[src/source/cpu_isa_pkg.sv]
/*
 * Instruction set of the 16-bit pipelined core
 * Word types, opcodes, field positions and memory sizes
 */
package cpu_isa_pkg;
   localparam int WORD_W     = 16;
   localparam int REG_W      = 3;
   localparam int NUM_REGS   = 8;
   localparam int OP_W       = 4;
   localparam int IMEM_DEPTH = 256;
   localparam int DMEM_DEPTH = 256;

   // Instruction field positions
   localparam int OP_LSB = 12;
   localparam int FA_LSB = 9;
   localparam int FB_LSB = 6;
   localparam int FD_LSB = 3;
   localparam int IMM_W  = 6;
   localparam int OFF_W  = 9;

   typedef logic [WORD_W-1:0]              word_t;
   typedef logic [REG_W-1:0]               reg_idx_t;
   typedef logic [$clog2(IMEM_DEPTH)-1:0]  imem_addr_t;
   typedef logic [$clog2(DMEM_DEPTH)-1:0]  dmem_addr_t;

   typedef enum logic [OP_W-1:0] {
      OP_NOP  = 4'd0,
      OP_ADD  = 4'd1,
      OP_SUB  = 4'd2,
      OP_AND  = 4'd3,
      OP_XOR  = 4'd4,
      OP_ADDI = 4'd5,
      OP_LD   = 4'd6,
      OP_ST   = 4'd7,
      OP_BEQZ = 4'd8,
      OP_HALT = 4'd15
   } opcode_t;
endpackage
[src/source/cpu_pipe_pkg.sv]
/*
 * Pipeline types: control word, stage payloads, forwarding selects
 */
package cpu_pipe_pkg;
   typedef enum logic [2:0] {
      ALU_ADD,
      ALU_SUB,
      ALU_AND,
      ALU_XOR,
      ALU_PASS_B
   } alu_op_t;

   typedef struct packed {
      logic                  reg_write;
      logic                  mem_read;
      logic                  mem_write;
      logic                  branch;
      logic                  halt;
      logic                  use_imm;
      alu_op_t               alu_op;
      cpu_isa_pkg::reg_idx_t dest;
   } ctrl_t;

   // All-zero payload is a bubble
   typedef struct packed {
      logic                    valid;
      cpu_isa_pkg::imem_addr_t pc;
      cpu_isa_pkg::word_t      instr;
   } if_id_t;

   typedef struct packed {
      logic                    valid;
      cpu_isa_pkg::imem_addr_t pc;
      ctrl_t                   ctrl;
      cpu_isa_pkg::reg_idx_t   ra;
      cpu_isa_pkg::reg_idx_t   rb;
      cpu_isa_pkg::word_t      a_val;
      cpu_isa_pkg::word_t      b_val;
      cpu_isa_pkg::word_t      imm;
   } id_ex_t;

   typedef struct packed {
      logic               valid;
      ctrl_t              ctrl;
      cpu_isa_pkg::word_t result;
      cpu_isa_pkg::word_t store_val;
   } ex_mem_t;

   typedef struct packed {
      logic               valid;
      ctrl_t              ctrl;
      cpu_isa_pkg::word_t result;
      cpu_isa_pkg::word_t load_val;
   } mem_wb_t;

   typedef enum logic [1:0] {
      FWD_RF,
      FWD_MEM,
      FWD_WB
   } fwd_sel_t;
endpackage

[src/source/hazard_if.sv]
`timescale 1ns/1ns
/*
 * Forwarding and hazard signals between decode, execute and the hazard unit
 */
interface hazard_if;
   import cpu_isa_pkg::*;
   import cpu_pipe_pkg::*;

   reg_idx_t id_ra;
   reg_idx_t id_rb;
   reg_idx_t ex_ra;
   reg_idx_t ex_rb;
   logic     ex_load;
   reg_idx_t ex_dest;
   reg_idx_t mem_dest;
   logic     mem_write;
   reg_idx_t wb_dest;
   logic     wb_write;
   fwd_sel_t fwd_a;
   fwd_sel_t fwd_b;
   logic     stall;

   modport unit (
      input  id_ra, id_rb, ex_ra, ex_rb, ex_load, ex_dest,
      input  mem_dest, mem_write, wb_dest, wb_write,
      output fwd_a, fwd_b, stall
   );
   modport exec (input fwd_a, fwd_b);
   modport dec (input stall);
endinterface

[src/source/execute.sv]
`timescale 1ns/1ns
/*
 * Execute stage: operand forwarding, ALU, address generation
 * and BEQZ resolution
 */
module execute (
   input  cpu_pipe_pkg::id_ex_t    in,
   input  cpu_isa_pkg::word_t      mem_result,
   input  cpu_isa_pkg::word_t      wb_value,
   hazard_if.exec                  hz,
   output cpu_pipe_pkg::ex_mem_t   out,
   output logic                    redirect,
   output cpu_isa_pkg::imem_addr_t target
);
   import cpu_isa_pkg::*;
   import cpu_pipe_pkg::*;

   word_t op_a;
   word_t reg_b;
   word_t alu_a;
   word_t op_b;
   word_t alu_y;

   function automatic word_t fwd_mux(input fwd_sel_t sel, input word_t rf_val,
                                     input word_t mem_val, input word_t wb_val);
      case (sel)
         FWD_MEM: return mem_val;
         FWD_WB:  return wb_val;
         default: return rf_val;
      endcase
   endfunction

   assign op_a  = fwd_mux(hz.fwd_a, in.a_val, mem_result, wb_value);
   assign reg_b = fwd_mux(hz.fwd_b, in.b_val, mem_result, wb_value);

   // Immediate forms use register b as the base
   assign alu_a = in.ctrl.use_imm ? reg_b : op_a;
   assign op_b  = in.ctrl.use_imm ? in.imm : reg_b;

   always_comb begin
      case (in.ctrl.alu_op)
         ALU_ADD: alu_y = alu_a + op_b;
         ALU_SUB: alu_y = alu_a - op_b;
         ALU_AND: alu_y = alu_a & op_b;
         ALU_XOR: alu_y = alu_a ^ op_b;
         default: alu_y = op_b;
      endcase
   end

   // Register a is the store data
   assign out = '{valid: in.valid, ctrl: in.ctrl, result: alu_y, store_val: op_a};

   assign redirect = in.valid && in.ctrl.branch && (op_a == '0);
   assign target   = in.pc + 1'b1 + imem_addr_t'(in.imm);
endmodule

[src/flat_wrapper.sv]
// flat-port wrapper written by rule: the top's interface ports become plain ports
module execute_flat import cpu_isa_pkg::*; import cpu_pipe_pkg::*;
  (in, mem_result, wb_value, out, redirect, target, hz_fwd_a, hz_fwd_b);
  hazard_if hz_i ();
  input  cpu_pipe_pkg::id_ex_t in;
  input  cpu_isa_pkg::word_t mem_result;
  input  cpu_isa_pkg::word_t wb_value;
  output cpu_pipe_pkg::ex_mem_t out;
  output logic redirect;
  output cpu_isa_pkg::imem_addr_t target;
  input wire logic [$bits(hz_i.fwd_a)-1:0] hz_fwd_a;
  input wire logic [$bits(hz_i.fwd_b)-1:0] hz_fwd_b;
  assign hz_i.fwd_a = hz_fwd_a;
  assign hz_i.fwd_b = hz_fwd_b;
  execute u_core (.in(in), .mem_result(mem_result), .wb_value(wb_value), .hz(hz_i), .out(out), .redirect(redirect), .target(target));
endmodule
[config.mk]
export PLATFORM = sky130hd
export DESIGN_NAME = execute_flat
export DESIGN_NICKNAME = d
export VERILOG_FILES = /design/src/source/cpu_isa_pkg.sv /design/src/source/cpu_pipe_pkg.sv /design/src/source/hazard_if.sv /design/src/source/execute.sv /design/src/flat_wrapper.sv
export SDC_FILE = /design/constraint.sdc
export NUM_CORES = 1
export LEC_CHECK = 0
export ABC_CLOCK_PERIOD_IN_PS = 4600
export BUFFER_PORTS_ARGS = -buffer_cell sky130_fd_sc_hd__buf_4
export CORE_UTILIZATION = 25
export DETAILED_ROUTE_END_ITERATION = 7
export GPL_ROUTABILITY_DRIVEN = 0
export SYNTH_ARGS = -nofsm -noshare
export SYNTH_HDL_FRONTEND = slang
export SYNTH_SLANG_ARGS = --single-unit
[constraint.sdc]
create_clock -name vclk -period 4.6
set_clock_uncertainty 0.1 [all_clocks]
set_input_delay 0.46 -clock vclk [all_inputs]
set_output_delay 0.46 -clock vclk [all_outputs]
set_load 0.005 [all_outputs]
# [Word level (Yosys, flattened, before mapping)]
# Index checks and enable logic that the tools add are counted.
[classes] n_reduce_logical=4 addsub=4 n_bitwise=2 n_eq_ne=7 mux=5
[ops] op="one-hot mux 16 bit (2 select lines)" n=2
[ops] op="one-hot mux 16 bit (4 select lines)" n=1
[ops] op="2-to-1 mux 16 bit" n=2
[ops] op="adder 16 bit" n=1
[ops] op="bitwise AND 16 bit" n=1
[ops] op="zero test 16 bit" n=1
[ops] op="subtractor 16 bit" n=1
[ops] op="XOR 16 bit" n=1
[ops] op="adder 8 x 1 -> 8 bit (second input constant)" n=1
[ops] op="adder 8 bit" n=1
[ops] op="== test 3 x 2 -> 1 bit (second input constant)" n=2
[ops] op="== test 2 x 1 -> 1 bit (second input constant)" n=2
[ops] op="== test 2 bit (second input constant)" n=2
[ops] op="== test 3 x 1 -> 1 bit (second input constant)" n=1
[ops] op="zero test 3 bit" n=1
[ops] op="logical AND 1 bit" n=2
[word_totals] reg_bits=0 input_bits=111 out_inout_bits=54 wordCells=22

# [Depth between registers and ports, before layout]
# Gate-level depths: netlist (run 1).
[logic_depth] depth_word=5 depth_mapped=23 depth_no_buf=21

# [Worst setup path before layout (run 1)]
# No wires, ideal clock.
[synth_timing] kind="in2out" start="input port hz_fwd_b[0]" end="output port out[28] in the netlist's numbering" path_stages=19 required_ns=4.040 slack_ns=0.213 arrival_time_ns=3.827 n_path_buf=2 cell_sequence="inv_1 ha_1 buf_6 buf_6 o21ai_1 nand2_1 o21ai_0 inv_1 ha_1 mux2i_1 fa_1 a21o_1 a21oi_1 o211ai_1 a41oi_1 nor2b_1 o31ai_1 mux2i_1 a211oi_1"
[synth_lines] element="start, declared" line="flat_wrapper.sv:12" rtl="input wire logic [$bits(hz_i.fwd_b)-1:0] hz_fwd_b;"
[synth_lines] element="end, declared" line="flat_wrapper.sv:8" rtl="output cpu_pipe_pkg::ex_mem_t out;"

==> flow_summary.yaml, run 1 <==
critical_path:
  crit_arrival_ns: 3.96
  end_kind: "primary output"
  path_class: "input pin to primary output"
  start_kind: "input pin"
  cp_max_fo: 6
  worstPathRequired_ns: 4.04
yosys:
  synthesis.instances: 484
  synthSimpleGateAreaFrac_pct: 19.52
  ys_seq_area_share_pct: 0
  synth_top_area_share_pct: 16.33
  syn_area_per_cell_um2: 6.964
  syn-num-nets: 641
  synth_cell_types: 66
  synth_mux_area_share_pct: 9.614
  yosysWarnings: 0
  synth_compound_area_share_pct: 32.37
  synthTopCellsByArea: "ha_1 (16%), mux2i_1 (8.6%), a21oi_1 (5.9%)"
  synth_top_family_by_area: "compound AO/OA/AOI/OAI gates"
  synth_area_mm2: 0.003371
  synthXorXnorAreaFrac_pct: 8.278
  synth_fa_ha_area_share_pct: 17.52
  yosys.area.top_type: "ha_1"
grt:
  grt_antenna_before_repair: 0
  grt_max_degree: 24
  track_usage_pct: 17.94
  first_global_vias: 4291
  overflow: 0
  grt_pass1_wl_um: 20740
final_layout:
  diodes: 0
  syn2layout_area_growth_pct: 53.79
  fin_nets: 810
  nFillCells: 1370
  clock_buffers: 0
  final_core_util_pct: 39.30
  final_cell_mix: "buf_4 (198), nand2_1 (45), ha_1 (41)"
  design_area_mm2: 0.005184
  final_common_cell: "buf_4"
  drive_gt1_share_pct: 43.01
  seqCellArea_um2: 0
  design.seq.count: 0
worst_hold_path:
  hold_path_class: "input pin to primary output"
routing:
  wire_per_inst_um: 15.83
  vias: 4250
  ant_nets: 0
  dr.pass1.iters: 4
  routed_via_density: 5.139
  totalWireLength_um: 13090
  drt-initial-drc-count: 237
  route.detailed.drc: 0
sta:
  worst_pin_slew_ns: 0.5551
  finalCritPeriodShare_pct: 98.35
  max_freq_ghz: 0.2210
  maxSlewViolCount: 0
  setup_viol: 0
  rsz0062_at_grt: "true"
  slew_headroom_pct: 62.60
  hold_viol_final: 0
  final.min_clock_period_ns: 4.524
placement:
  place_area_mm2: 0.004811
  dpl.hpwl_um: 10960
  io_buffer_count: 145
die:
  core-area_mm2: 0.01319
  pin_count: 165
  dieHeight_um: 118.1
  die_w_um: 118.1
  initial_core_util_pct: 25.55
  die-area_mm2: 0.01395
  rows: 42
power_and_ir_drop:
  p_leak_nw: 2.557
  power_w: 0.001011
  p_per_area_mw_per_mm2: 195.0
  vdd_drop_max_mv: 0.06919
status:
  run_status: "completed"
clock_tree:
  hold_buffers: 0
run:
  drv_cap: 0
-- layer usage --
layer,vias to the layer above,global-route usage (%),part of all wire (%)
li1,2081,-,-
met1,2014,22.13,42
met2,143,34.45,52
met3,12,1.986,5.8
met4,0,0.8013,0.63
met5,-,0,0
-- kinds of logic (layout without fill, tap and decap cells) --
kind of cell | count (synthesis) | in the layout
buf+inv | 79 | 246
simple gates | 134 | 134
fa+ha+maj | 46 | 46
xor+xnor | 31 | 31
mux | 32 | 32
compound gates | 162 | 162
-- power by group --
part | switching, W | leakage, nW | internal, W
Clock | 0 | 0 | 0
Sequential | 0 | 0 | 0
Combinational | 0.000497 | 2.56 | 0.000513
-- timing repair --
action / CTS / global route
setup endpoints to repair: 5 / 7
setup buffers: 0 / 7
pin swaps: 3 / 22
resized for setup: 10 / 59
-- final cells by class --
| cell class | instances | area, um2 | share of cell area [%] |
|---|---|---|---|
| well taps | 176 | 220.2 | 4.248 |
| inverters | 39 | 151.4 | 2.921 |
| multi-input cells | 405 | 3212 | 61.96 |
| repair buffers | 207 | 1600 | 30.87 |
-- worst paths after layout --
check / from / end / slack (ns) / cells past startpoint
min: in[61] / out[39] / 0.82 / 0
max: hz_fwd_b[1] / out[31] / 0.08 / 18
-- metrics by stage --
stage                     hold slack [ns]  cells   TNS, ns  setup slack (ns)
after floorplan                    0.9008    484         0            0.2125
final                              0.8200    827         0           0.07586
after detailed placement           0.8200    820   -0.3217           -0.1711
after global placement             0.8200    820  -0.09578          -0.08294
after global routing               0.8200    827  -0.07574          -0.07574
after CTS                          0.8200    820         0           0.02853
-- critical path: stages --
cell and delay, ns:
buf_8 0.10, ha_4 0.27, buf_6 0.13, a221oi_4 0.21
o22ai_2 0.13, o31a_1 0.32, nor3b_4 0.26, buf_6 0.16
a21oi_4 0.06, xnor2_2 0.15, ha_1 0.33, buf_6 0.14
and3_4 0.18, a211oi_4 0.27, o31ai_2 0.11, or4_1 0.49
nand3_2 0.08, buf_6 0.09
-- cells in the mapped netlist, types with 6 or more instances --
cell      count
o21ai_0      35
xor2_1       12
mux2i_1      29
buf_6         6
clkbuf_1     14
nand2_1      48
a21oi_1      40
nor2_1       40
inv_1        37
a211oi_1      6
ha_1         44
o21a_1        7
xnor2_1      18
a22oi_1      21
nor3_1        8
buf_4        13
nor2b_1       6
Power figures use the tool's default switching activity.
==> inputs of run 2 (changes only) <==
--- a/config.mk
+++ b/config.mk
@@ -6,8 +6,8 @@
 export NUM_CORES = 1
 export LEC_CHECK = 0
 export ABC_CLOCK_PERIOD_IN_PS = 4600
-export BUFFER_PORTS_ARGS = -buffer_cell sky130_fd_sc_hd__buf_4
-export CORE_UTILIZATION = 25
+export BUFFER_PORTS_ARGS = -buffer_cell sky130_fd_sc_hd__buf_2
+export CORE_UTILIZATION = 31
 export DETAILED_ROUTE_END_ITERATION = 7
 export GPL_ROUTABILITY_DRIVEN = 0
 export SYNTH_ARGS = -nofsm -noshare
==> constraint.sdc (replaced) <==
create_clock -name vclk -period 4.6
set_clock_uncertainty 0.1 [all_clocks]
set_input_delay 0.46 -clock vclk [all_inputs]
set_output_delay 0.46 -clock vclk [all_outputs]
set_load 0.02 [all_outputs]
==> run 2 against run 1 <==
Fmax grew 1.1%. Global-route usage grew 2.5 points. Power decreased by 0.50%. Critical path depth is 1 higher. First-iteration DRC count fell by 31%. Routed wire length down 7.3%. Sequential cell count is the same. Die area down 19%. Core utilization increased by 6.4 points. Sequential share of layout area unchanged. Via count fell by 0.96%. Non-clock buffer count is 4 higher. Critical path type unchanged. Critical endpoint unchanged. Largest power group unchanged.
==> flow_summary.yaml, run 2 (synthesis results as in run 1) <==
sta:
  whs_ns: 0.8200
  slew_headroom_pct: 62.34
  finalCritPeriodShare_pct: 97.27
  hold_viol_final: 0
  setup_ws_ns: 0.1257
  maxSlewViolCount: 0
  max_freq_ghz: 0.2235
  setup_viol: 0
  worst_pin_slew_ns: 0.5614
  final.min_clock_period_ns: 4.474
grt:
  grt_pass1_wl_um: 18950
  grt_antenna_before_repair: 0
  overflow: 0
  grt_max_degree: 23
  track_usage_pct: 20.39
  first_global_vias: 4166
routing:
  wire_per_inst_um: 15.35
  dr.pass1.iters: 5
  ant_nets: 0
  drt-initial-drc-count: 164
  route.detailed.drc: 0
  routed_via_density: 5.321
  vias: 4209
  totalWireLength_um: 12140
critical_path:
  path_class: "input pin to primary output"
  cp_max_fo: 6
  start_kind: "input pin"
  crit_arrival_ns: 3.91
  worstPathRequired_ns: 4.04
  end_kind: "primary output"
status:
  run_status: "completed"
placement:
  io_buffer_count: 145
  dp_cells: 787
  post-place-ws_ns: -0.1402
  place_area_mm2: 0.004462
  dpl.hpwl_um: 10170
die:
  die_w_um: 106.3
  core-area_mm2: 0.01042
  die-area_mm2: 0.01129
  initial_core_util_pct: 32.36
  dieHeight_um: 106.3
  rows: 37
  pin_count: 165
final_layout:
  seqCellArea_um2: 0
  diodes: 0
  design_area_mm2: 0.004762
  syn2layout_area_growth_pct: 41.28
  fin_nets: 814
  drive_gt1_share_pct: 42.14
  clock_buffers: 0
  final_cell_mix: "buf_2 (140), buf_4 (65), nand2_1 (46)"
  nFillCells: 1052
  final_cells: 791
  design.seq.count: 0
  final_common_cell: "buf_2"
worst_hold_path:
  hold_path_class: "input pin to primary output"
power_and_ir_drop:
  p_per_area_mw_per_mm2: 211.2
  vdd_drop_max_mv: 0.09849
  p_leak_nw: 2.442
run:
  drv_cap: 0
## run 2: final cells by class
type / count / area (um2) / area share (%)
well taps: 136 / 170.2 / 3.573
inverters: 39 / 148.9 / 3.127
multi-input cells: 405 / 3169 / 66.55
repair buffers: 211 / 1274 / 26.75
## run 2: per-layer routing
layer	share of wire (%)	global-route usage (%)	up-vias
li1	-	-	2087
met1	42	25.61	1949
met2	51	37.85	159
met3	5.5	1.165	14
met4	1.6	4.365	0
met5	0	0	-
## run 2: final timing paths
path | start | end | slack [ns] | cells after the start
max | hz_fwd_b[0] | out[31] | 0.13 | 19
min | in[56] | out[34] | 0.82 | 0
## run 2: what timing repair did
action	in CTS	in global routing
pin swaps	5	21
endpoints found under the setup margin	6	8
hold buffers	0	0
cloned	0	1
setup buffers	0	3
gates resized for setup	10	48
## run 2: through the flow
stage / util [%] / total power [W] / setup TNS [ns]
final: 45.72 / 0.001006 / 0
after CTS: 43.38 / 0.0009345 / 0
after detailed placement: 42.83 / 0.0009153 / -0.2300
after floorplan: - / 0.0006148 / 0
after global placement: 42.83 / 0.0008944 / -0.1645
after global routing: 45.72 / 0.001104 / -0.03815
## run 2: critical path, stage by stage
cell	delay [ns]
buf_6	0.09
inv_4	0.03
ha_4	0.26
buf_8	0.14
a221oi_4	0.20
o22ai_2	0.13
o31a_1	0.33
nor3b_4	0.20
nor2_1	0.07
xnor2_1	0.17
ha_2	0.23
a211o_1	0.27
nor3_2	0.20
a21oi_2	0.12
a211oi_2	0.29
o31ai_2	0.10
or4_1	0.42
nand3_2	0.09
buf_6	0.12
## run 2: where the power goes
part | total, W | switching (W) | leakage [nW] | internal (W)
Sequential | 0 | 0 | 0 | 0
Combinational | 0.00101 | 0.000548 | 2.44 | 0.000458
Clock | 0 | 0 | 0 | 0
Total | 0.00101 | 0.000548 | 2.44 | 0.000458
